===== src/design/forth_params.svh =====
/*
 * stack processor parameters
 * cell and program address widths, stack depths, uart bit timing
 */
`ifndef FORTH_PARAMS_SVH
`define FORTH_PARAMS_SVH

// --------------------
// datapath
// one memory or stack word
`define CELL_W 32
// 256 program cells
`define ADDR_W 8

// --------------------
// stacks, both circular
`define DSTACK_DEPTH 16
`define RSTACK_DEPTH 8

// --------------------
// serial line
// clocks per bit, same for tx and rx
`define BAUD_DIV 16

`endif


===== src/design/forth_isa_pkg.sv =====
/*
 * instruction set of the stack processor
 * cell and address types, opcode encoding, core phases
 */
`default_nettype none
`include "forth_params.svh"

package forth_isa_pkg;

	// one cell of program memory or stack
	typedef logic [`CELL_W-1:0] cell_t;
	typedef logic [`ADDR_W-1:0] addr_t;

	// --------------------
	// opcodes live in the low byte of a cell with bit 31 clear
	// bit 31 set means call to the negated cell value
	// anything not listed runs as a no-op, cell 0 included
	typedef enum logic [7:0] {
		op_lit         = 8'h01,
		op_plus        = 8'h02,
		op_minus       = 8'h03,
		op_and         = 8'h04,
		op_or          = 8'h05,
		op_not         = 8'h06,
		op_negate      = 8'h07,
		op_one_plus    = 8'h08,
		op_dup         = 8'h09,
		op_drop        = 8'h0a,
		op_over        = 8'h0b,
		op_equal       = 8'h0c,
		op_zero_equal  = 8'h0d,
		op_branch      = 8'h0e,
		op_zero_branch = 8'h0f,
		op_exit        = 8'h10,
		op_emit        = 8'h11,
		op_key         = 8'h12,
		op_led_on      = 8'h13,
		op_led_off     = 8'h14
	} op_e;

	// fetch/execute phases
	typedef enum logic [2:0] {
		fetch,
		execute,
		operand,
		wait_tx,
		wait_rx
	} core_state_e;

endpackage

`default_nettype wire


===== src/design/forth_io_pkg.sv =====
/*
 * io channel types
 * program load port and uart byte handshakes
 */
`default_nettype none
`include "forth_params.svh"

package forth_io_pkg;

	// one program cell per clock while we is high
	typedef struct packed {
		logic                 we;
		forth_isa_pkg::addr_t addr;
		forth_isa_pkg::cell_t data;
	} load_t;

	// tx side: one-cycle request
	// rx side: level held until taken
	typedef struct packed {
		logic       stb;
		logic [7:0] data;
	} byte_chan_t;

endpackage

`default_nettype wire


===== src/design/uart_tx.sv =====
/*
 * uart transmitter
 * start bit, 8 data bits lsb first, stop bit, busy for the whole frame
 */
`default_nettype none
`timescale 1ns/1ns
`include "forth_params.svh"

module uart_tx (
	input wire clk,
	input wire reset,
	input wire forth_io_pkg::byte_chan_t tx_req,
	output logic tx_busy,
	output logic tx
);

	localparam int CW = $clog2(`BAUD_DIV);

	logic [CW-1:0] baud_cnt;
	// bits already on the line, start bit is 0
	logic [3:0] bit_cnt;
	// data then stop bit
	logic [8:0] shreg;

	always_ff @(posedge clk or negedge reset) begin
		if (!reset) begin
			tx_busy <= 1'b0;
			tx <= 1'b1;
			baud_cnt <= '0;
			bit_cnt <= '0;
		end else if (!tx_busy) begin
			// start bit goes out right away
			if (tx_req.stb) begin
				tx_busy <= 1'b1;
				tx <= 1'b0;
				shreg <= {1'b1, tx_req.data};
				baud_cnt <= '0;
				bit_cnt <= '0;
			end
		end else if (baud_cnt == CW'(`BAUD_DIV - 1)) begin
			baud_cnt <= '0;
			if (bit_cnt == 4'd9) begin
				// stop bit done, 10 bit times after the request
				tx_busy <= 1'b0;
				tx <= 1'b1;
			end else begin
				tx <= shreg[0];
				shreg <= shreg >> 1;
				bit_cnt <= bit_cnt + 1'b1;
			end
		end else begin
			baud_cnt <= baud_cnt + 1'b1;
		end
	end

	// line idles high
	a_tx_idle: assert property (@(posedge clk) disable iff (!reset) !tx_busy |-> tx)
		else $error("tx low while idle");

endmodule

`default_nettype wire


===== config.mk =====
export PLATFORM = sky130hd
export DESIGN_NAME = uart_tx
export DESIGN_NICKNAME = d
export VERILOG_FILES = /design/src/design/forth_isa_pkg.sv /design/src/design/forth_io_pkg.sv /design/src/design/uart_tx.sv
export VERILOG_INCLUDE_DIRS = /design/src /design/src/design
export SDC_FILE = /design/constraint.sdc
export NUM_CORES = 1
export LEC_CHECK = 0
export ABC_AREA = 1
export CORE_MARGIN = 5
export CORE_UTILIZATION = 45
export CTS_CLUSTER_DIAMETER = 150
export CTS_CLUSTER_SIZE = 20
export DETAILED_ROUTE_END_ITERATION = 12
export DONT_BUFFER_PORTS = 1
export PLACE_DENSITY_LB_ADDON = 0.2
export SLEW_MARGIN = 0
export SYNTH_ARGS = -nofsm -noshare
export SYNTH_HDL_FRONTEND = slang
export SYNTH_SLANG_ARGS = --single-unit

===== constraint.sdc =====
create_clock -name clk -period 1.85 [get_ports clk]
set_input_delay 0.185 -clock clk [delete_from_list [all_inputs] [get_ports clk]]
set_output_delay 0.185 -clock clk [all_outputs]
set_load 0.02 [all_outputs]

Word-level counts from Yosys, hierarchy flattened. Index checks and enable logic that the tools add are counted.

Bits in registers: 19. Input port bits: 11. Output and inout bits: 2. Logic and storage cells: 33.

$add $sub $neg: 2. Equality and inequality tests: 4. Mux-type cells: 18. Reductions and logical operators: 4.

Operators with widths (count): 9-bit two-way mux (4); 4-bit two-way mux (6); 4-bit by 1-bit adder with 4-bit output (second input constant) (2); 4-bit equality test (second input constant) (2); 1-bit two-way mux (8); 4-bit AND reduction (1); 3-bit AND reduction (1); 2-bit by 1-bit != test with 1-bit output (second input constant) (1); 2-bit != test (second input constant) (1); 2-bit AND reduction (1); 2-bit nonzero test (1).

Depth between registers and ports, before layout. Gate-level depths: netlist (run 1).

Depth after elaboration: 4. Gate-level depth with buffers: 7. Gate-level depth less buffers: 7.

Least setup slack after synthesis (run 1). No wires, ideal clock.

Kind: reg2reg. Start point: reg baud_cnt[0]. End point: reg shreg[0] (enable). Arrival: 1.357 ns. Data required time: 1.473 ns. Slack: 0.115 ns. Stages on the path, launching flop included: 6. Path buffers: 0. Period minus slack after synthesis: 1.735 ns. Path through: dfrtp_1 > ha_1 > nand2_2 > nor2_2 > nand3_2 > a21boi_1.

Longest elaborated chain between the ends: 3.

RTL lines: start: declaration (RTL line uart_tx.sv:19) `logic [CW-1:0] baud_cnt;`; start signal: assignment (RTL line uart_tx.sv:52) `baud_cnt <= baud_cnt + 1'b1;`; 4-bit equality test (RTL line uart_tx.sv:40) `` end else if (baud_cnt == CW'(`BAUD_DIV - 1)) begin ``; 2-bit by 1-bit != test with 1-bit output (no line); 4-bit AND reduction (no line); end signal: assignment (RTL line uart_tx.sv:36) `shreg <= {1'b1, tx_req.data};`; end signal: assignment (RTL line uart_tx.sv:48) `shreg <= shreg >> 1;`; end: declaration (RTL line uart_tx.sv:23) `logic [8:0] shreg;`.

Every way passes these cells. A chain may end at the register's enable or synchronous reset.

Worst setup path after layout (run 1).
Start point: reg baud_cnt[0]. End point: reg shreg[3] (enable).

The elaborated chain is that of the path after synthesis.

==> results of run 1 <==
## metal layers
layer  share of wire, %  GRT usage (%)
met5                  0              0
met4               0.45           6.25
met3                6.2           3.26
met2                 45           17.7
met1                 49           13.9
## layout make-up
type / instances / area (sq um) / share of cell area (%)
tap: 27 / 33.8 / 3.37
sequential: 19 / 522 / 52.1
clock buffer: 3 / 22.5 / 2.25
multi-input combinational: 70 / 354 / 35.3
inverter: 10 / 37.5 / 3.75
clock inverter: 1 / 7.51 / 0.749
timing repair buffer: 3 / 25.0 / 2.50
## power breakdown
| group | total [mW] | switching (mW) | internal, mW |
|---|---|---|---|
| logic | 0.380 | 0.213 | 0.166 |
| clock network | 0.220 | 0.137 | 0.0823 |
| registers | 0.722 | 0.143 | 0.578 |
| total | 1.32 | 0.494 | 0.827 |
## registers in the layout (all words and copies together) (netlist names)
| register | flops |
|---|---|
| tx_busy | 1 |
| tx | 1 |
| shreg | 9 |
| baud_cnt | 4 |
| bit_cnt | 4 |
## kinds of logic (layout without fill, tap and decap cells)
kind of cell               after synthesis  count (layout)  synth area share (%)
AOI/OAI and AO/OA                        9               9                  5.54
xor gates and xnor gates                 1               1                 0.946
adders and majority gates                3               3                  4.05
buffers and inverters                   12              17                  5.40
DFF                                     19              19                  56.4
and+or+nand+nor                         57              57                  27.7
## cells in the final DEF, fill, tap and decap left out, types with 2 or more instances in the layout
master | netlist | layout
a21oi_1 | 2 | 2
ha_1 | 3 | 3
o21ai_1 | 5 | 5
inv_2 | 3 | 3
edfxtp_1 | 9 | 9
inv_1 | 6 | 6
buf_4 | 1 | 2
nand4_1 | 2 | 2
dfrtp_1 | 9 | 9
nand2_1 | 40 | 40
nand3_1 | 8 | 8
clkbuf_4 | 0 | 3
nor2_1 | 2 | 2
## metrics by stage
step / cell area [sq um] / std cells
6_report: 1000 / 133
5_1_grt: 1000 / 133
4_1_cts: 1000 / 133
3_5_place_dp: 962 / 128
3_3_place_gp: 962 / 128
2_1_floorplan: 926 / 101
## timing repair
item,4_1_cts,5_1_grt
setup endpoints to repair,0,0
hold buffers,1,0
endpoints found under the hold margin,10,0
## how the worst max path moves through the flow
stage	start	depth (start not counted)	end	slack [ns]
detailed placement	baud_cnt[0]$_DFFE_PN0P_	6	shreg[6]$_DFFE_PP_	0.28
global placement	bit_cnt[0]$_DFFE_PN0P_	5	shreg[6]$_DFFE_PP_	0.29
finish	baud_cnt[0]$_DFFE_PN0P_	6	shreg[3]$_DFFE_PP_	0.25
CTS	baud_cnt[0]$_DFFE_PN0P_	6	shreg[4]$_DFFE_PP_	0.24
global route	baud_cnt[0]$_DFFE_PN0P_	6	shreg[3]$_DFFE_PP_	0.14
floorplan	baud_cnt[0]$_DFFE_PN0P_	5	shreg[0]$_DFFE_PP_	0.12
==> metrics.md, run 1 <==
| Metric | Value |
|---|---|
| Count of final max-slew check failures | `0` |
| Seq/Total Area, Yosys | `between 50% and 60%` |
| Die span in y | `approximately 55 microns` |
| Buf/Inv on CP | `1` |
| Post-Syn Area per Cell | `9.17 sq um` |
| Final hold violation count | `0` |
| Drt total wl | `1570 microns` |
| #FFs+latches synth | `19` |
| Outcome | `finished clean` |
| Remaining DRCs | `0` |
| Area growth from synthesis to layout | `8.24%` |
| Mapped cell area | `just over 900 sq um` |
| Unique masters post-synth | `23` |
| Drt initial violations | `9` |
| Reg-to-Reg Start | `baud_cnt[0]$_DFFE_PN0P_` |
| Req. time, crit path | `1.86 ns` |
| Vias per inst | `around 4.9` |
| Crit Path Class | `register to register` |
| Final worst-path cycle share | `between 80% and 90%` |
| Crit-path max cell delay | `0.43 ns` |
| Hold depth | `2` |
| Power Density | `about 1300 mW/mm^2` |
| Leading area contributor after synthesis | `edfxtp_1` |
| H-tree lvl count | `1` |
| CTS tree | `built` |
| Clock tree buffer depth | `2` |
| # port buffers | `0` |
| Delay-heaviest family, CP | `flip-flops` |
| Peak VDD IR | `~0.56 mV` |
| Final setup fails | `0` |
| GRT overflow | `0` |
| CP arrival | `about 1.6 ns` |
| Post-Synthesis Cells | `approximately 100` |
| WL/cell | `roughly 12 microns` |
| Most common cell in the synthesized netlist | `nand2_1` |
| Pre-CTS setup slack | `roughly 0.28 ns` |
| Actual slew at the worst max-slew pin | `0.491 ns` |
| Starting Density | `a little under half` |
| DIE AREA | `a little over 0.003 sq mm` |
| Worst-Skew Late Latency | `approximately 0.30 ns` |
| Type of element launching the critical path | `register` |
| Num rows | `16` |
| Largest net degree at the start of global routing | `13` |
| GP Congestion | `between 0.7 and 0.8` |
| Post-layout worst setup margin | `about 0.25 ns` |
| First-pass GRT wire length | `roughly 2700 microns` |
| CTS clk-pin slew, worst paths | `approximately 0.12 ns` |
| Tot Pwr | `about 1.3 mW` |
| Max Clock Skew | `about 0.012 ns` |
| Vias in the first global route | `between 600 and 700` |
| Share of the synthesized area in the top cell type | `between 20% and 30%` |
| CP max FO | `9` |
| Detail Placement HPWL | `~1200 microns` |
| Hold Startpoint | `tx_req[2]` |
| NumNets Final | `121` |
| Max-slew headroom | `67.1%` |
| R2r worst-path depth | `6` |
| Final hold slack | `~0.053 ns` |
| Lkg Pwr | `between 0.4 and 0.5 nW` |
| # fillers | `roughly 210` |
| Fin crit period | `1.60 ns` |
| Most frequent cells after synthesis | `40 x nand2_1, 9 x dfrtp_1, 9 x edfxtp_1` |
| Clock sinks | `19` |
| Post-synth ARST share | `approximately 53%` |
| Post-synth EDFFs | `9` |
| Hold Crit Class | `input pin to register` |
| Via count | `650` |
| Synth area leaders | `edfxtp_1 29%, dfrtp_1 24%, nand2_1 16%` |
| Worst Hold End | `shreg[2]$_DFFE_PP_` |
| Chip Width | `55.4 microns` |
| Worst-path cell chain | `ha_1 > nand2_2 > nor2_2 > nand3_2 > a21boi_1 > buf_4` |
| Setup bufs post-CTS | `0` |
| # IOs | `13` |
| Reg2reg setup slack | `~0.25 ns` |
| Crit end category | `register` |
| Reg-to-Reg End | `shreg[3]$_DFFE_PP_` |
| Fmax | `roughly 630 MHz` |
| Yosys Warn Count | `0` |
| Total Routing Usage GR | `a little under an eighth` |
| Layout cell share with drive strength beyond 1 | `between 10% and 20%` |
| Core footprint | `a little under 0.002 sq mm` |
| Initial antenna violation count | `0` |
| Root buffer cell | `clkbuf_4` |
| Critical path's slowest cell | `dfrtp_1` |
| Post-DRT Antenna Nets | `0` |
| Utilization after layout | `between 50% and 60%` |
| Top_reg_cell synth | `edfxtp_1` |
| CTS resizes | `0` |
| RSZ-0062 raised after global routing | `false` |
| Syn Nets | `115` |
| Setup TNS | `0 ns` |
| TritonRoute pass-1 iters | `6` |
| Diode count | `0` |
| CTS Buf Count | `3` |
| Max-Cap Viols | `0` |
(Power assumes the default switching activity.)
==> run 2: changes to the inputs <==
Settings changed: RECOVER_POWER set to 100, SKIP_LAST_GASP set to 1.
==> metrics.md, run 2 (synthesis gave the netlist of run 1 again) <==
| Metric | Value |
|---|---|
| Outcome | `finished clean` |
| NumNets Final | `121 (unchanged)` |
| Die span in y | `55.4 microns (unchanged)` |
| Placed cell area | `962 sq um (unchanged)` |
| WL/cell | `11.8 microns (-0.38%)` |
| Lkg Pwr | `0.461 nW (-1.0%)` |
| Max-slew headroom | `67.5% (+0.40 points)` |
| Clock sinks | `19 (unchanged)` |
| Final worst-path cycle share | `89.3% (+2.9 points)` |
| Diode count | `0 (unchanged)` |
| Vias per inst | `4.86 (-0.62%)` |
| Max-Cap Viols | `0 (unchanged)` |
| Worst Setup SP | `baud_cnt[0]$_DFFE_PN0P_` |
| Worst-Skew Late Latency | `0.30 ns (about the same)` |
| Fmax | `605 MHz (-3.3%)` |
| Area growth from synthesis to layout | `7.57%` |
| TritonRoute pass-1 iters | `6 (unchanged)` |
| # port buffers | `0 (unchanged)` |
| Root buffer cell | `clkbuf_4` |
| Num rows | `16 (unchanged)` |
| Type of element launching the critical path | `register` |
| Final setup fails | `0 (unchanged)` |
| Commonest cells after routing, fill and taps aside | `41 x nand2_1, 9 x dfrtp_1, 9 x edfxtp_1` |
| Largest register FFs | `9 (unchanged)` |
| Peak VDD IR | `0.551 mV (-1.5%)` |
| Starting Density | `47.2% (unchanged)` |
| Total Routing Usage GR | `11.3% (unchanged)` |
| Hold Crit Class | `input pin to register` |
| CP max FO | `9 (unchanged)` |
| GP Congestion | `0.779 (unchanged)` |
| CTS clk-pin slew, worst paths | `0.12 ns (about the same)` |
| Detail Placement HPWL | `1160 microns (unchanged)` |
| Hold Startpoint | `tx_req[2]` |
| DIE AREA | `0.00306 sq mm (unchanged)` |
| Largest net degree at the start of global routing | `13 (unchanged)` |
| H-tree lvl count | `1 (unchanged)` |
| Most common cell after layout, fill and taps aside | `nand2_1` |
| Crit Path Class | `register to register` |
| Actual slew at the worst max-slew pin | `0.485 ns (-0.00604 ns)` |
| Crit end category | `register` |
| Remaining DRCs | `0 (unchanged)` |
| Chip Width | `55.4 microns (unchanged)` |
| Initial antenna violation count | `0 (unchanged)` |
| CTS tree | `built` |
| # IOs | `13 (unchanged)` |
| Core footprint | `0.00196 sq mm (unchanged)` |
| Max Clock Skew | `0.0112 ns (-0.000800 ns)` |
| Reg with most FFs | `shreg` |
| Count of final max-slew check failures | `0 (unchanged)` |
| Setup TNS | `0 ns (unchanged)` |
| # fillers | `210 (+0.48%)` |
| CP arrival | `1.67 ns (+0.06 ns)` |
| Fin area | `996 sq um (-0.62%)` |
| Reg-to-Reg Start | `baud_cnt[0]$_DFFE_PN0P_` |
| GRT overflow | `0 (unchanged)` |
| Power Density | `1310 mW/mm^2 (-0.66%)` |
| Clock tree buffer depth | `2 (unchanged)` |
| Post-DRT Antenna Nets | `0 (unchanged)` |
| Vias in the first global route | `672 (unchanged)` |
| Setup bufs post-CTS | `0 (unchanged)` |
| Final hold violation count | `0 (unchanged)` |
| First-pass GRT wire length | `2740 microns (unchanged)` |
| RSZ-0062 raised after global routing | `false` |
| Via count | `646 (-0.62%)` |
| Req. time, crit path | `1.87 ns (about the same)` |
| Reg2reg setup slack | `0.20 ns (-0.05 ns)` |
| Top flop regs | `shreg: 9 flops, baud_cnt: 4 flops, bit_cnt: 4 flops` |
| Drt initial violations | `8 (-1)` |
| Fin crit period | `1.65 ns (+0.0539 ns)` |
| CTS Buf Count | `3 (unchanged)` |
| Layout cell share with drive strength beyond 1 | `11.3% (-2.8 points)` |
| Drt total wl | `1570 microns (-0.38%)` |
run 2: changes by cell type in the layout (fill, tap and decap cells not counted), sizes merged:
cell    change
buf         -1
clkbuf      +1
run 2: what timing repair did:
action / in CTS / in global routing
gates resized for setup: 0 / 0
hold endpoints to repair: 10 / 0
hold buffers: 1 / 0
run 2: path summary, 6_finish.rpt:
| kind | depth (start not counted) | to |
|---|---|---|
| max | 6 | shreg[3]$_DFFE_PP_ |
| max in group asynchronous | 1 | tx$_DFFE_PN1P_ |
| min reg2reg | 2 | tx$_DFFE_PN1P_ |
| min | 2 | shreg[2]$_DFFE_PP_ |
| min in group asynchronous | 1 | baud_cnt[3]$_DFFE_PN0P_ |
| max reg2reg | 6 | shreg[3]$_DFFE_PP_ |
run 2: layout make-up:
class / count / area [sq um] / share of cell area (%)
Clock buffer: 3 / 22.5 / 2.26
Clock inverter: 1 / 7.51 / 0.754
Inverter: 10 / 37.5 / 3.77
Sequential cell: 19 / 522 / 52.4
Tap cell: 27 / 33.8 / 3.39
Timing Repair Buffer: 3 / 21.3 / 2.14
Multi-Input combinational cell: 70 / 352 / 35.3
run 2: metal layers:
layer / vias to the layer above / GRT usage (%) / share of wire [%]
li1: 340 / - / -
met1: 292 / 13.9 / 49
met2: 12 / 17.7 / 45
met3: 2 / 3.26 / 6.1
met4: 0 / 6.25 / 0.45
met5: - / 0 / 0
run 2: through the flow:
step / util, % / worst slack [ns] / hold WS (ns) / cells / power, mW
global route: 50.8 / 0.0762 / 0.0461 / 133 / 1.42
finish: 50.8 / 0.198 / 0.0537 / 133 / 1.30
floorplan: - / 0.115 / -0.111 / 101 / 1.02
CTS: 51.1 / 0.239 / 0.0423 / 133 / 1.34
detailed placement: 49.0 / 0.282 / -0.110 / 128 / 1.11
global placement: 49.0 / 0.289 / -0.110 / 128 / 1.10
run 2: worst max-delay path: stages, from the launching register on:
cell,delay (ns)
dfrtp_1,0.42
ha_1,0.23
nand2_1,0.11
nor2_2,0.10
nand3_2,0.11
a21boi_0,0.18
buf_4,0.20
run 2: where the power goes:
| part | internal, mW | switching [mW] | total, mW |
|---|---|---|---|
| logic | 0.160 | 0.209 | 0.369 |
| registers | 0.575 | 0.141 | 0.716 |
| clock network | 0.0823 | 0.137 | 0.219 |
| total | 0.818 | 0.487 | 1.30 |
