**config.mk**
```make
export PLATFORM = sky130hd
export DESIGN_NAME = uart_rx
export DESIGN_NICKNAME = d
export VERILOG_FILES = /design/src/design/forth_isa_pkg.sv /design/src/design/forth_io_pkg.sv /design/src/design/uart_rx.sv
export VERILOG_INCLUDE_DIRS = /design/src /design/src/design
export SDC_FILE = /design/constraint.sdc
export NUM_CORES = 1
export LEC_CHECK = 0
export BUFFER_PORTS_ARGS = -buffer_cell sky130_fd_sc_hd__buf_4
export CAP_MARGIN = 20
export CORE_MARGIN = 2
export CORE_UTILIZATION = 40
export CTS_CLUSTER_DIAMETER = 80
export DETAILED_ROUTE_END_ITERATION = 10
export MAX_ROUTING_LAYER = met4
export PLACE_DENSITY = 0.64
export SYNTH_ARGS = -nofsm -noshare
export SYNTH_HDL_FRONTEND = slang
export SYNTH_SLANG_ARGS = --single-unit
```
**constraint.sdc**
```tcl
create_clock -name clk -period 2.05 [get_ports clk]
set_input_delay 0.41 -clock clk [delete_from_list [all_inputs] [get_ports clk]]
set_output_delay 0.41 -clock clk [all_outputs]
set_load 0.005 [all_outputs]
```
**src/design/forth_params.svh**
```systemverilog
/*
 * stack processor parameters
 * cell and program address widths, stack depths, uart bit timing
 */
`ifndef FORTH_PARAMS_SVH
`define FORTH_PARAMS_SVH

// --------------------
// datapath
// one memory or stack word
`define CELL_W 32
// 256 program cells
`define ADDR_W 8

// --------------------
// stacks, both circular
`define DSTACK_DEPTH 16
`define RSTACK_DEPTH 8

// --------------------
// serial line
// clocks per bit, same for tx and rx
`define BAUD_DIV 16

`endif

```
**src/design/forth_isa_pkg.sv**
```systemverilog
/*
 * instruction set of the stack processor
 * cell and address types, opcode encoding, core phases
 */
`default_nettype none
`include "forth_params.svh"

package forth_isa_pkg;

	// one cell of program memory or stack
	typedef logic [`CELL_W-1:0] cell_t;
	typedef logic [`ADDR_W-1:0] addr_t;

	// --------------------
	// opcodes live in the low byte of a cell with bit 31 clear
	// bit 31 set means call to the negated cell value
	// anything not listed runs as a no-op, cell 0 included
	typedef enum logic [7:0] {
		op_lit         = 8'h01,
		op_plus        = 8'h02,
		op_minus       = 8'h03,
		op_and         = 8'h04,
		op_or          = 8'h05,
		op_not         = 8'h06,
		op_negate      = 8'h07,
		op_one_plus    = 8'h08,
		op_dup         = 8'h09,
		op_drop        = 8'h0a,
		op_over        = 8'h0b,
		op_equal       = 8'h0c,
		op_zero_equal  = 8'h0d,
		op_branch      = 8'h0e,
		op_zero_branch = 8'h0f,
		op_exit        = 8'h10,
		op_emit        = 8'h11,
		op_key         = 8'h12,
		op_led_on      = 8'h13,
		op_led_off     = 8'h14
	} op_e;

	// fetch/execute phases
	typedef enum logic [2:0] {
		fetch,
		execute,
		operand,
		wait_tx,
		wait_rx
	} core_state_e;

endpackage

`default_nettype wire

```
**src/design/forth_io_pkg.sv**
```systemverilog
/*
 * io channel types
 * program load port and uart byte handshakes
 */
`default_nettype none
`include "forth_params.svh"

package forth_io_pkg;

	// one program cell per clock while we is high
	typedef struct packed {
		logic                 we;
		forth_isa_pkg::addr_t addr;
		forth_isa_pkg::cell_t data;
	} load_t;

	// tx side: one-cycle request
	// rx side: level held until taken
	typedef struct packed {
		logic       stb;
		logic [7:0] data;
	} byte_chan_t;

endpackage

`default_nettype wire

```
**src/design/uart_rx.sv**
```systemverilog
/*
 * uart receiver
 * finds the start edge, samples mid-bit, holds the byte until taken
 */
`default_nettype none
`timescale 1ns/1ns
`include "forth_params.svh"

module uart_rx (
	input wire clk,
	input wire reset,
	input wire rx,
	input wire rx_take,
	output forth_io_pkg::byte_chan_t rx_byte
);

	localparam int CW = $clog2(`BAUD_DIV);

	logic rx_q;
	logic busy;
	logic stb_q;
	// countdown to the next mid-bit sample
	logic [CW-1:0] baud_cnt;
	// 0 start, 1..8 data, 9 stop
	logic [3:0] bit_cnt;
	logic [7:0] shreg;

	always_ff @(posedge clk or negedge reset) begin
		if (!reset) begin
			rx_q <= 1'b1;
			busy <= 1'b0;
			stb_q <= 1'b0;
			baud_cnt <= '0;
			bit_cnt <= '0;
		end else begin
			rx_q <= rx;
			if (stb_q) begin
				// byte held, anything arriving now is dropped
				if (rx_take) begin
					stb_q <= 1'b0;
				end
			end else if (!busy) begin
				if (rx_q && !rx) begin
					busy <= 1'b1;
					baud_cnt <= CW'(`BAUD_DIV / 2 - 1);
					bit_cnt <= '0;
				end
			end else if (baud_cnt != '0) begin
				baud_cnt <= baud_cnt - 1'b1;
			end else begin
				baud_cnt <= CW'(`BAUD_DIV - 1);
				bit_cnt <= bit_cnt + 1'b1;
				if (bit_cnt == 4'd0) begin
					// glitch, not a real start bit
					if (rx) begin
						busy <= 1'b0;
					end
				end else if (bit_cnt == 4'd9) begin
					// middle of the stop bit
					busy <= 1'b0;
					stb_q <= 1'b1;
				end else begin
					shreg <= {rx, shreg[7:1]};
				end
			end
		end
	end

	assign rx_byte = '{stb: stb_q, data: shreg};

endmodule

`default_nettype wire

```
Yosys cells after proc, flatten, opt, wreduce, memory -nomap -nowiden
Index checks and enable logic that the tools add are counted.
- output and inout bits: 9
- word-level logic and storage cells: 40
- bits of input ports: 4
- flip-flop bits (word level): 19
- eq/ne operators: 2
- add/sub/neg operators: 2
- bitwise operators: 4
- reduce and logical (&&, ||, !) cells: 8
- multiplexer cells: 18
- operator list (cell ; count):
    two-way mux 4 bit ; 6
    two-way mux 1 bit ; 12
    AND reduction 6 bit ; 1
    adder 4 x 1 -> 4 bit (second input constant) ; 1
    == test 4 bit (second input constant) ; 1
    logical NOT 4 bit ; 1
    inverter 1 bit ; 4
    nonzero test 4 bit ; 1
    subtractor 4 x 1 -> 4 bit (second input constant) ; 1
    AND reduction 3 bit ; 1
    != test 2 bit (second input constant) ; 1
    AND reduction 2 bit ; 1
    nonzero test 2 bit ; 1
    logical AND 1 bit ; 1
    logical NOT 1 bit ; 1

Longest topological paths before layout
Gate-level depths: netlist (run 1).
- depth after elaboration: 6
- depth in mapped cells: 6
- depth with buffers taken out: 6

Worst setup path before layout (run 1)
No wires, ideal clock.
- path type: reg-to-reg
- from: reg baud_cnt[0]
- to: reg shreg[0] (enable)
- cell stages (with the launch flop): 5
- path buffers: 0
- period minus slack after synthesis: 1.650 ns
- required time: 1.719 ns
- arrival: 1.319 ns
- setup time: 0.331 ns
- setup slack: 0.400 ns
- path through: dfrtp_1 inv_1 ha_1 nor3b_4 o2111a_1
- longest elaborated chain between the ends: 3
- ends and longest elaborated chain (item ; line ; RTL):
    from (decl) ; uart_rx.sv:23 ; logic [CW-1:0] baud_cnt;
    from (signal assigned) ; uart_rx.sv:45 ; baud_cnt <= CW'(`BAUD_DIV / 2 - 1);
    from (signal assigned) ; uart_rx.sv:49 ; baud_cnt <= baud_cnt - 1'b1;
    from (signal assigned) ; uart_rx.sv:51 ; baud_cnt <= CW'(`BAUD_DIV - 1);
    nonzero test 4 bit ; uart_rx.sv:48 ; end else if (baud_cnt != '0) begin
    inverter 1 bit (no source line) ; - ;
    AND reduction 6 bit (no source line) ; - ;
    to (signal assigned) ; uart_rx.sv:63 ; shreg <= {rx, shreg[7:1]};
    to (decl) ; uart_rx.sv:26 ; logic [7:0] shreg;
No other way between the ends.
A chain may end at the register's enable or synchronous reset.

Worst setup path after layout (run 1)
- from: reg baud_cnt[0]
- to: reg shreg[4] (enable)
The elaborated chain is that of the path after synthesis.

==> metrics, run 1 <==
commonest cells after routing, fill and taps aside buf_4 (14), dfrtp_1 (10), edfxtp_1 (8); measured slew at the worst slew-check pin 0.522 ns; Diodes inserted 0; first-pass GRT wire length 3040 um; DR vias 641; final instance area 1030 um^2; CTS tree done; Arr. time, crit path 1.69 ns; H-tree depth 1; Post-CTS Hold Fix Bufs 1; Worst Clk Skew 0.00502 ns; CTS Buf Count 3; placed inst area 997 um^2; die width 50.8 um; vias per inst 5.43; Max Slew Vio Count 0; Final Hold Fails 0; # rows 16; largest net degree at the start of global routing 13; worst-skew pair later-pin latency 0.31 ns; wire length per cell 14.4 um; Final Cycle Share 83.1%; initial antenna violation count 0; CTS resizes 0; Leak 0.446 nW; Die Ht 50.8 um; Max rail drop VDD 0.452 mV; status finished clean; Cell variety after synth 30; core area 2020 um^2; DR DRC count 0; max_cap viols 0; share of post-route cells with drive strength above 1 25.3%; fin nets 100; Gate Count Post-Synth 74; dpl ws 0.353 ns; Post-DRT Antenna Nets 0; register area share after synthesis 58.9%; Max Clk Rate 587 MHz; drt pass-1 iters 4; Setup-failing EPs final 0; slew margin rel. 65.1%; clock slew at reported path FFs 0.11 ns; Top FF cell, synth dfrtp_1; PwrDens 1090 nW/um^2; total chip power 1.13 mW; post-DP HPWL 1240 um; Worst Path Max Fanout 8; required time of the critical path 2.04 ns; Synth async-reset ratio 57.9%; setup TNS 0 ns; Ys Warns 0; Tmin final 1.70 ns; root buffer cell clkbuf_4; Setup Fix Bufs, Post-CTS 0; Initial Util 43.4%; I/O Pins 13; global route overflow 0; Num Clock Sinks 19; most common cell after layout, fill and taps aside buf_4; Synth Register Bits 19; CTS max path bufs 2; Startpoint Class register; Tot GR Track Use 16.6%; Synth Cell Area 877 um^2; kind of critical path reg2reg; PortBufs 12; mean post-synth cell area 11.9 um^2; number of synthesized flops with an enable pin 8; final worst setup slack 0.346 ns; syn_nets 82; GP Congestion 0.764; Fill cells 200; RSZ-0062 raised after global routing false; fin util 51.2%; worst hold-check path type in2reg; Layout area overhead 18.0%; Post-Route WL 1700 um; 1st-iter DRT viols 6; Die Area 2580 um^2; crit end category register; number of global-route vias before repair 658
==> final cells by class <==
| class | count | area (um^2) | share of cell area [%] |
|---|---|---|---|
| sequential | 19 | 517 | 49.9 |
| clock inverter | 1 | 5.00 | 0.484 |
| multi-input combinational | 46 | 315 | 30.5 |
| tap | 27 | 33.8 | 3.26 |
| inverter | 7 | 26.3 | 2.54 |
| timing repair buffer | 15 | 115 | 11.1 |
| clock buffer | 3 | 22.5 | 2.18 |
==> metrics by stage <==
| step | instances | hold slack, ns |
|---|---|---|
| after floorplan | 74 | 0.114 |
| after global placement | 113 | 0.259 |
| after detailed placement | 113 | 0.259 |
| after CTS | 118 | 0.211 |
| after global routing | 118 | 0.200 |
| final | 118 | 0.221 |
==> path summary, 6_finish.rpt <==
check / to / slack, ns / startpoint / depth (start not counted)
min in group asynchronous: baud_cnt[0] / 0.46 / reset / 2
hold / removal: rx_q / 0.22 / rx / 1
setup reg to reg: shreg[4] / 0.35 / baud_cnt[0] / 4
max in group asynchronous: rx_q / 1.36 / reset / 2
hold reg to reg: shreg[4] / 0.47 / shreg[5] / 0
setup / recovery: shreg[4] / 0.35 / baud_cnt[0] / 4
==> critical path: stages (launching register included) <==
cell and delay [ns]:
dfrtp_1 0.42, inv_1 0.06, ha_1 0.19, nor3b_4 0.27, o2111a_1 0.44
==> cell families (layout without fill, tap and decap cells) <==
logic type | Yosys count | count (layout) | synth area share, %
buffers and inverters | 9 | 26 | 5.14
and+or+nand+nor | 22 | 22 | 14.4
AOI/OAI and AO/OA | 20 | 20 | 15.8
DFF | 19 | 19 | 58.9
adders and majority gates | 4 | 4 | 5.71
==> report_power, final <==
group	leakage, nW	internal, mW	switching (mW)	total (mW)
Combinational	0.226	0.170	0.177	0.346
Sequential	0.201	0.487	0.0997	0.587
Clock	0.0177	0.0730	0.124	0.197
==> synth_stat cells, types with 2 or more instances <==
library cell | number | share of area (%)
edfxtp_1 | 8 | 27
a21oi_1 | 3 | 1.7
nand3_1 | 4 | 2.3
nor2_1 | 5 | 2.1
nand2_1 | 4 | 1.7
inv_1 | 7 | 3.0
dfrtp_1 | 10 | 29
nand3b_1 | 2 | 1.7
nor2b_1 | 2 | 1.4
ha_1 | 4 | 5.7
o21ai_0 | 6 | 3.4
==> routing by layer <==
metal / GRT usage (%) / wire length [um] / part of all wire [%] / vias to the layer above
li1: - / - / - / 303
met1: 20.0 / 749 / 44 / 321
met2: 25.9 / 839 / 49 / 12
met3: 2.92 / 59 / 3.5 / 5
met4: 10.8 / 52 / 3.1 / 0
met5: - / 0 / 0 / -
==> registers in the layout, indices dropped and copies added, names as in the netlist <==
| name | cells |
|---|---|
| shreg | 8 |
| busy | 1 |
| rx_q | 1 |
| stb_q | 1 |
| baud_cnt | 4 |
| bit_cnt | 4 |
No activity file was read; power rests on OpenSTA's default activity.
==> inputs of run 2 (changes only) <==
--- a/config.mk
+++ b/config.mk
@@ -6,6 +6,7 @@
 export SDC_FILE = /design/constraint.sdc
 export NUM_CORES = 1
 export LEC_CHECK = 0
+export ABC_AREA = 1
 export BUFFER_PORTS_ARGS = -buffer_cell sky130_fd_sc_hd__buf_4
 export CAP_MARGIN = 20
 export CORE_MARGIN = 2
==> constraint.sdc (replaced) <==
create_clock -name clk -period 1.57 [get_ports clk]
set_input_delay 0.314 -clock clk [delete_from_list [all_inputs] [get_ports clk]]
set_output_delay 0.314 -clock clk [all_outputs]
set_load 0.005 [all_outputs]
==> run 2 against run 1 <==
Compared with the run above: area after synthesis up 4.9%; highest routed layer unchanged; worst setup slack worse by 0.24 ns; first-iteration DRC count rose to 3.2 times the previous value; register-to-register slack worse by 0.24 ns; largest power group unchanged; largest cell class unchanged; critical path type unchanged.
==> metrics, run 2 <==
Yosys top cell area share 27.2%; Fill cells 209; Startpoint Class register; worst path cell trace inv_1, ha_1, nand2_1, nand3_1, nor2_2, buf_6; sequential share of power 46.7%; mean post-synth cell area 9.38 um^2; Simple-Gate Fraction of Synth Area 28.7%; largest net degree at the start of global routing 12; required time of the critical path 1.59 ns; Hold WS 0.129 ns; most common cell after layout, fill and taps aside nand2_1; # rows 17; syn_nets 106; Synth Register Bits 19; final worst setup slack 0.106 ns; Die Ht 52.0 um; Synth Area in Compound Gates 2.72%; Placed Cells incl. Taps 139; Tot GR Track Use 14.1%; Cell variety after synth 21; wire length per cell 11.2 um; largest reg by FF count shreg; Register Area 517 um^2; worst-skew pair later-pin latency 0.29 ns; Die Area 2700 um^2; Initial Util 42.0%; Max rail drop VDD 0.673 mV; Tmin final 1.46 ns; CTS max path bufs 2; slew margin rel. 86.4%; global route overflow 0; 1st-iter DRT viols 19; DR vias 657; Ys Warns 0; CTS Buf Count 3; multi-input gate area in the final layout 363 um^2; Arr. time, crit path 1.48 ns; final instance area 1110 um^2; Synth Cell Area 920 um^2; largest family of logic cells by synthesized area simple AND/OR/NAND/NOR gates; Switching Share 37.5%; Psw 0.585 mW; Synth area leader dfrtp_1; top-count cell post-synth nand2_1; fin nets 126; Comb power frac 37.9%; initial antenna violation count 0; Gate Count Post-Synth 98; first-pass GRT wire length 2670 um; top flop regs shreg x8, baud_cnt x4, bit_cnt x4; drt pass-1 iters 4; Synth async-reset ratio 57.9%; DR DRC count 0; clock power share 15.5%; die width 52.0 um; crit end category register; Diodes inserted 0; GP Congestion 0.802; placed inst area 1050 um^2; worst hold-check path type in2reg; Slowest Stage Delay on Critical Path 0.44 ns; Synth top cells by count nand2_1 (35), dfrtp_1 (10), inv_1 (9), edfxtp_1 (8), nand3_1 (7); Worst Clk Skew 0.00512 ns; PortBufs 12; mux contribution to synthesized area 0%; core area 2190 um^2; dpl ws 0.0337 ns; I/O Pins 13; root buffer cell clkbuf_4; Top FF cell, synth dfrtp_1; Final Non-Filler Cells 145; number of synthesized flops with an enable pin 8; Int Pwr 0.974 mW; commonest cells after routing, fill and taps aside nand2_1 (35), buf_4 (14), dfrtp_1 (10); Worst Path Max Fanout 8; Leak 0.539 nW; PwrDens 1400 nW/um^2; Layout area overhead 21.2%; vias per inst 4.53; status finished clean; measured slew at the worst slew-check pin 0.203 ns; Area contributors post-synth dfrtp_1 (27%), edfxtp_1 (26%), nand2_1 (14%); Setup-failing EPs final 0; max reg flops 8; Synth Area in Adders 5.44%; share of post-route cells with drive strength above 1 29.1%; CTS tree done; kind of critical path reg2reg; number of global-route vias before repair 618; XOR/XNOR Fraction of Synth Area 0.952%; Final Cycle Share 93.2%; clock slew at reported path FFs 0.10 ns; Slowest-stage cell, CP dfrtp_1; Post-DRT Antenna Nets 0; max_cap viols 0; Max Slew Vio Count 0; Max Clk Rate 683 MHz; H-tree depth 1; Final Hold Fails 0; Post-Route WL 1630 um; register area share after synthesis 56.2%; post-DP HPWL 1210 um; Num Clock Sinks 19
[run 2: changes by cell type in the layout (fill, tap and decap cells not counted), moves of 2 or more]
cell and delta:
a21oi_1 -2, inv_2 +4, nand2_1 +31, nand2_4 +3, nand3_1 +3, nand3b_1 -2, nor2_2 +4, nor2b_1 -2
o21ai_0 -5
[run 2: repair_timing]
item,CTS,global route
hold endpoints to repair,10,0
hold buffers,1,0
setup endpoints to repair,0,8
buffers inserted,0,1
resized for setup,0,5
[run 2: routing by layer]
metal	vias to the layer above	global-route usage [%]	part of all wire (%)
met1	299	18.9	49
met3	5	1.72	1.4
li1	345	-	-
met2	8	20.3	47
met5	-	-	0
met4	0	9.21	2.6
[run 2: through the flow]
step / utilization [%] / total power [mW] / TNS [ns]
3_3_place_gp: 48.1 / 1.24 / 0
5_1_grt: 50.9 / 1.71 / -0.146
6_report: 50.9 / 1.56 / 0
4_1_cts: 49.8 / 1.52 / 0
2_1_floorplan: - / 1.13 / 0
3_5_place_dp: 48.1 / 1.27 / 0
[run 2: power by group through the flow]
stage	logic (mW)	clock network [mW]	registers (mW)
floorplan	0.419	0	0.713
finish	0.590	0.241	0.728
detailed placement	0.532	0	0.734
CTS	0.537	0.255	0.723
global placement	0.512	0	0.728
global route	0.681	0.284	0.741
[run 2: critical path: cells and delay by family, from the launching register on]
| family | cells | cell delay [ns] |
|---|---|---|
| buffers and inverters | 2 | 0.24 |
| AND/OR/NAND/NOR | 3 | 0.30 |
| flip-flops | 1 | 0.44 |
| adder cells (fa/ha/maj) | 1 | 0.21 |
[run 2: path summary, 6_finish.rpt]
| kind | depth (start not counted) | start | slack, ns | endpoint |
|---|---|---|---|---|
| hold / removal | 1 | rx | 0.13 | rx_q |
| min in group asynchronous | 3 | reset | 0.48 | baud_cnt[2] |
| hold reg to reg | 0 | shreg[6] | 0.46 | shreg[5] |
| setup reg to reg | 6 | bit_cnt[0] | 0.11 | shreg[5] |
| setup / recovery | 6 | bit_cnt[0] | 0.11 | shreg[5] |
| max in group asynchronous | 3 | reset | 0.86 | rx_q |
[run 2: cells by family after synthesis]
group / Yosys count
DFF: 19
adders and majority gates: 4
and+or+nand+nor: 57
xor gates and xnor gates: 1
AOI/OAI and AO/OA: 4
buffers and inverters: 13
[run 2: layout make-up]
type	instances	share of cell area, %
inverters	12	4.26
flip-flops and latches	19	46.4
multi-input cells	66	32.5
well taps	28	3.14
clock buffers	4	2.36
repair buffers	16	11.3
==> inputs of run 3 (changes only) <==
--- a/config.mk
+++ b/config.mk
@@ -14,7 +14,7 @@
 export CTS_CLUSTER_DIAMETER = 80
 export DETAILED_ROUTE_END_ITERATION = 10
 export MAX_ROUTING_LAYER = met4
-export PLACE_DENSITY = 0.64
+export PLACE_DENSITY = 0.69
 export SYNTH_ARGS = -nofsm -noshare
 export SYNTH_HDL_FRONTEND = slang
 export SYNTH_SLANG_ARGS = --single-unit
==> run 3 against run 2 <==
Compared with the run above: flip-flop and latch count unchanged; cell area unchanged; critical path depth unchanged; routed wire length up 3.4%; first-iteration DRC count down 11%; clock skew down 0.0045 ns; power up 1.0%; maximum frequency about the same; worst hold slack about the same; die area unchanged; via count up 5.2%; register-to-register slack about the same; largest cell class unchanged.
==> metrics, run 3 (synthesis results as in run 2) <==
CTS max path bufs 2; DR WL met3 91 um; Num Clock Sinks 19; Fill cells 210; dpl ws 0.0596 ns; Max rail drop VDD 0.671 mV; multi-input gate area in the final layout 363 um^2; Placed Cells incl. Taps 138; CTS tree done; Final Non-Filler Cells 145; measured slew at the worst slew-check pin 0.211 ns; largest reg by FF count shreg; # rows 17; status finished clean; Final Cycle Share 93.1%; Post-DRT Antenna Nets 0; worst-skew pair later-pin latency 0.30 ns; max layer used met4; Die Area 2700 um^2; share of post-route cells with drive strength above 1 28.2%; Max Slew Vio Count 0; crit end category register; Die Ht 52.0 um; Setup-failing EPs final 0; number of global-route vias before repair 679; kind of critical path reg2reg; post-DP HPWL 1210 um; DR vias 691; DR DRC count 0; Worst Clk Skew 0.000630 ns; vias per inst 4.77; Tmin final 1.46 ns; wire length on met2 884 um; first-pass GRT wire length 2900 um; wl on met1 681 um; clock slew at reported path FFs 0.10 ns; H-tree depth 1; Diodes inserted 0; Tot GR Track Use 15.8%; final worst setup slack 0.108 ns; Initial Util 42.0%; top flop regs shreg x8, baud_cnt x4, bit_cnt x4; die width 52.0 um; setup TNS 0 ns; Post-Route WL 1680 um; largest net degree at the start of global routing 13; Arr. time, crit path 1.49 ns; drt pass-1 iters 4; Worst Path Max Fanout 8; GP Congestion 0.740; wire length per cell 11.6 um; Register Area 517 um^2; most common cell after layout, fill and taps aside nand2_1; required time of the critical path 1.59 ns; Final Hold Fails 0; worst hold-check path type in2reg; 1st-iter DRT viols 17; CTS Buf Count 3; max_cap viols 0; PortBufs 12; commonest cells after routing, fill and taps aside nand2_1 (35), buf_4 (14), dfrtp_1 (10); Max Clk Rate 684 MHz; I/O Pins 13; PwrDens 1410 nW/um^2; fin util 50.9%; slew margin rel. 85.8%; Layout area overhead 21.2%; max reg flops 8; global route overflow 0; total chip power 1.58 mW; Leak 0.540 nW; initial antenna violation count 0; fin nets 126; core area 2190 um^2; Startpoint Class register; root buffer cell clkbuf_4
-- run 3: area by class of cell --
type / instances / area share [%]
Inverter: 12 / 4.26
Sequential cell: 19 / 46.4
Multi-Input combinational cell: 66 / 32.5
Clock buffer: 4 / 2.36
Timing Repair Buffer: 16 / 11.3
Tap cell: 28 / 3.14
-- run 3: worst paths after layout --
| kind | startpoint | endpoint | slack, ns | cells past startpoint |
|---|---|---|---|---|
| setup / recovery | bit_cnt[0] | shreg[7] | 0.11 | 6 |
| hold / removal | rx | rx_q | 0.13 | 1 |
| max in group asynchronous | reset | rx_q | 0.97 | 2 |
| setup reg to reg | bit_cnt[0] | shreg[7] | 0.11 | 6 |
| min in group asynchronous | reset | stb_q | 0.37 | 2 |
| hold reg to reg | shreg[6] | shreg[5] | 0.46 | 0 |
-- run 3: timing repair --
item | in CTS | in global routing
setup endpoints to repair | 0 | 8
buffers inserted | 0 | 2
hold buffers | 1 | 0
hold endpoints to repair | 10 | 0
resized for setup | 0 | 4
-- run 3: metrics by stage --
stage	hold slack, ns	area [um^2]
final	0.129	1110
after global routing	0.106	1110
after CTS	0.121	1080
after detailed placement	0.164	1050
after global placement	0.159	1050
after floorplan	0.0184	922
-- run 3: per-layer routing --
metal / vias to the layer above / global-route usage [%]
met2: 16 / 25.5
met1: 327 / 17.3
met4: 0 / 7.02
li1: 346 / -
met3: 2 / 6.03
met5: - / -
-- run 3: worst max-delay path: stages, from the launching register on --
cell and delay [ns]:
dfrtp_1 0.44, inv_1 0.09, ha_1 0.22, nand2_1 0.09, nand3_1 0.08, nor2_2 0.12
buf_6 0.14
-- run 3: where the power goes --
part	leakage [nW]	total [mW]	switching, mW	internal [mW]
clock	0.0150	0.245	0.146	0.0990
combinational	0.320	0.605	0.348	0.257
sequential	0.206	0.725	0.0987	0.626
total	0.540	1.58	0.593	0.982
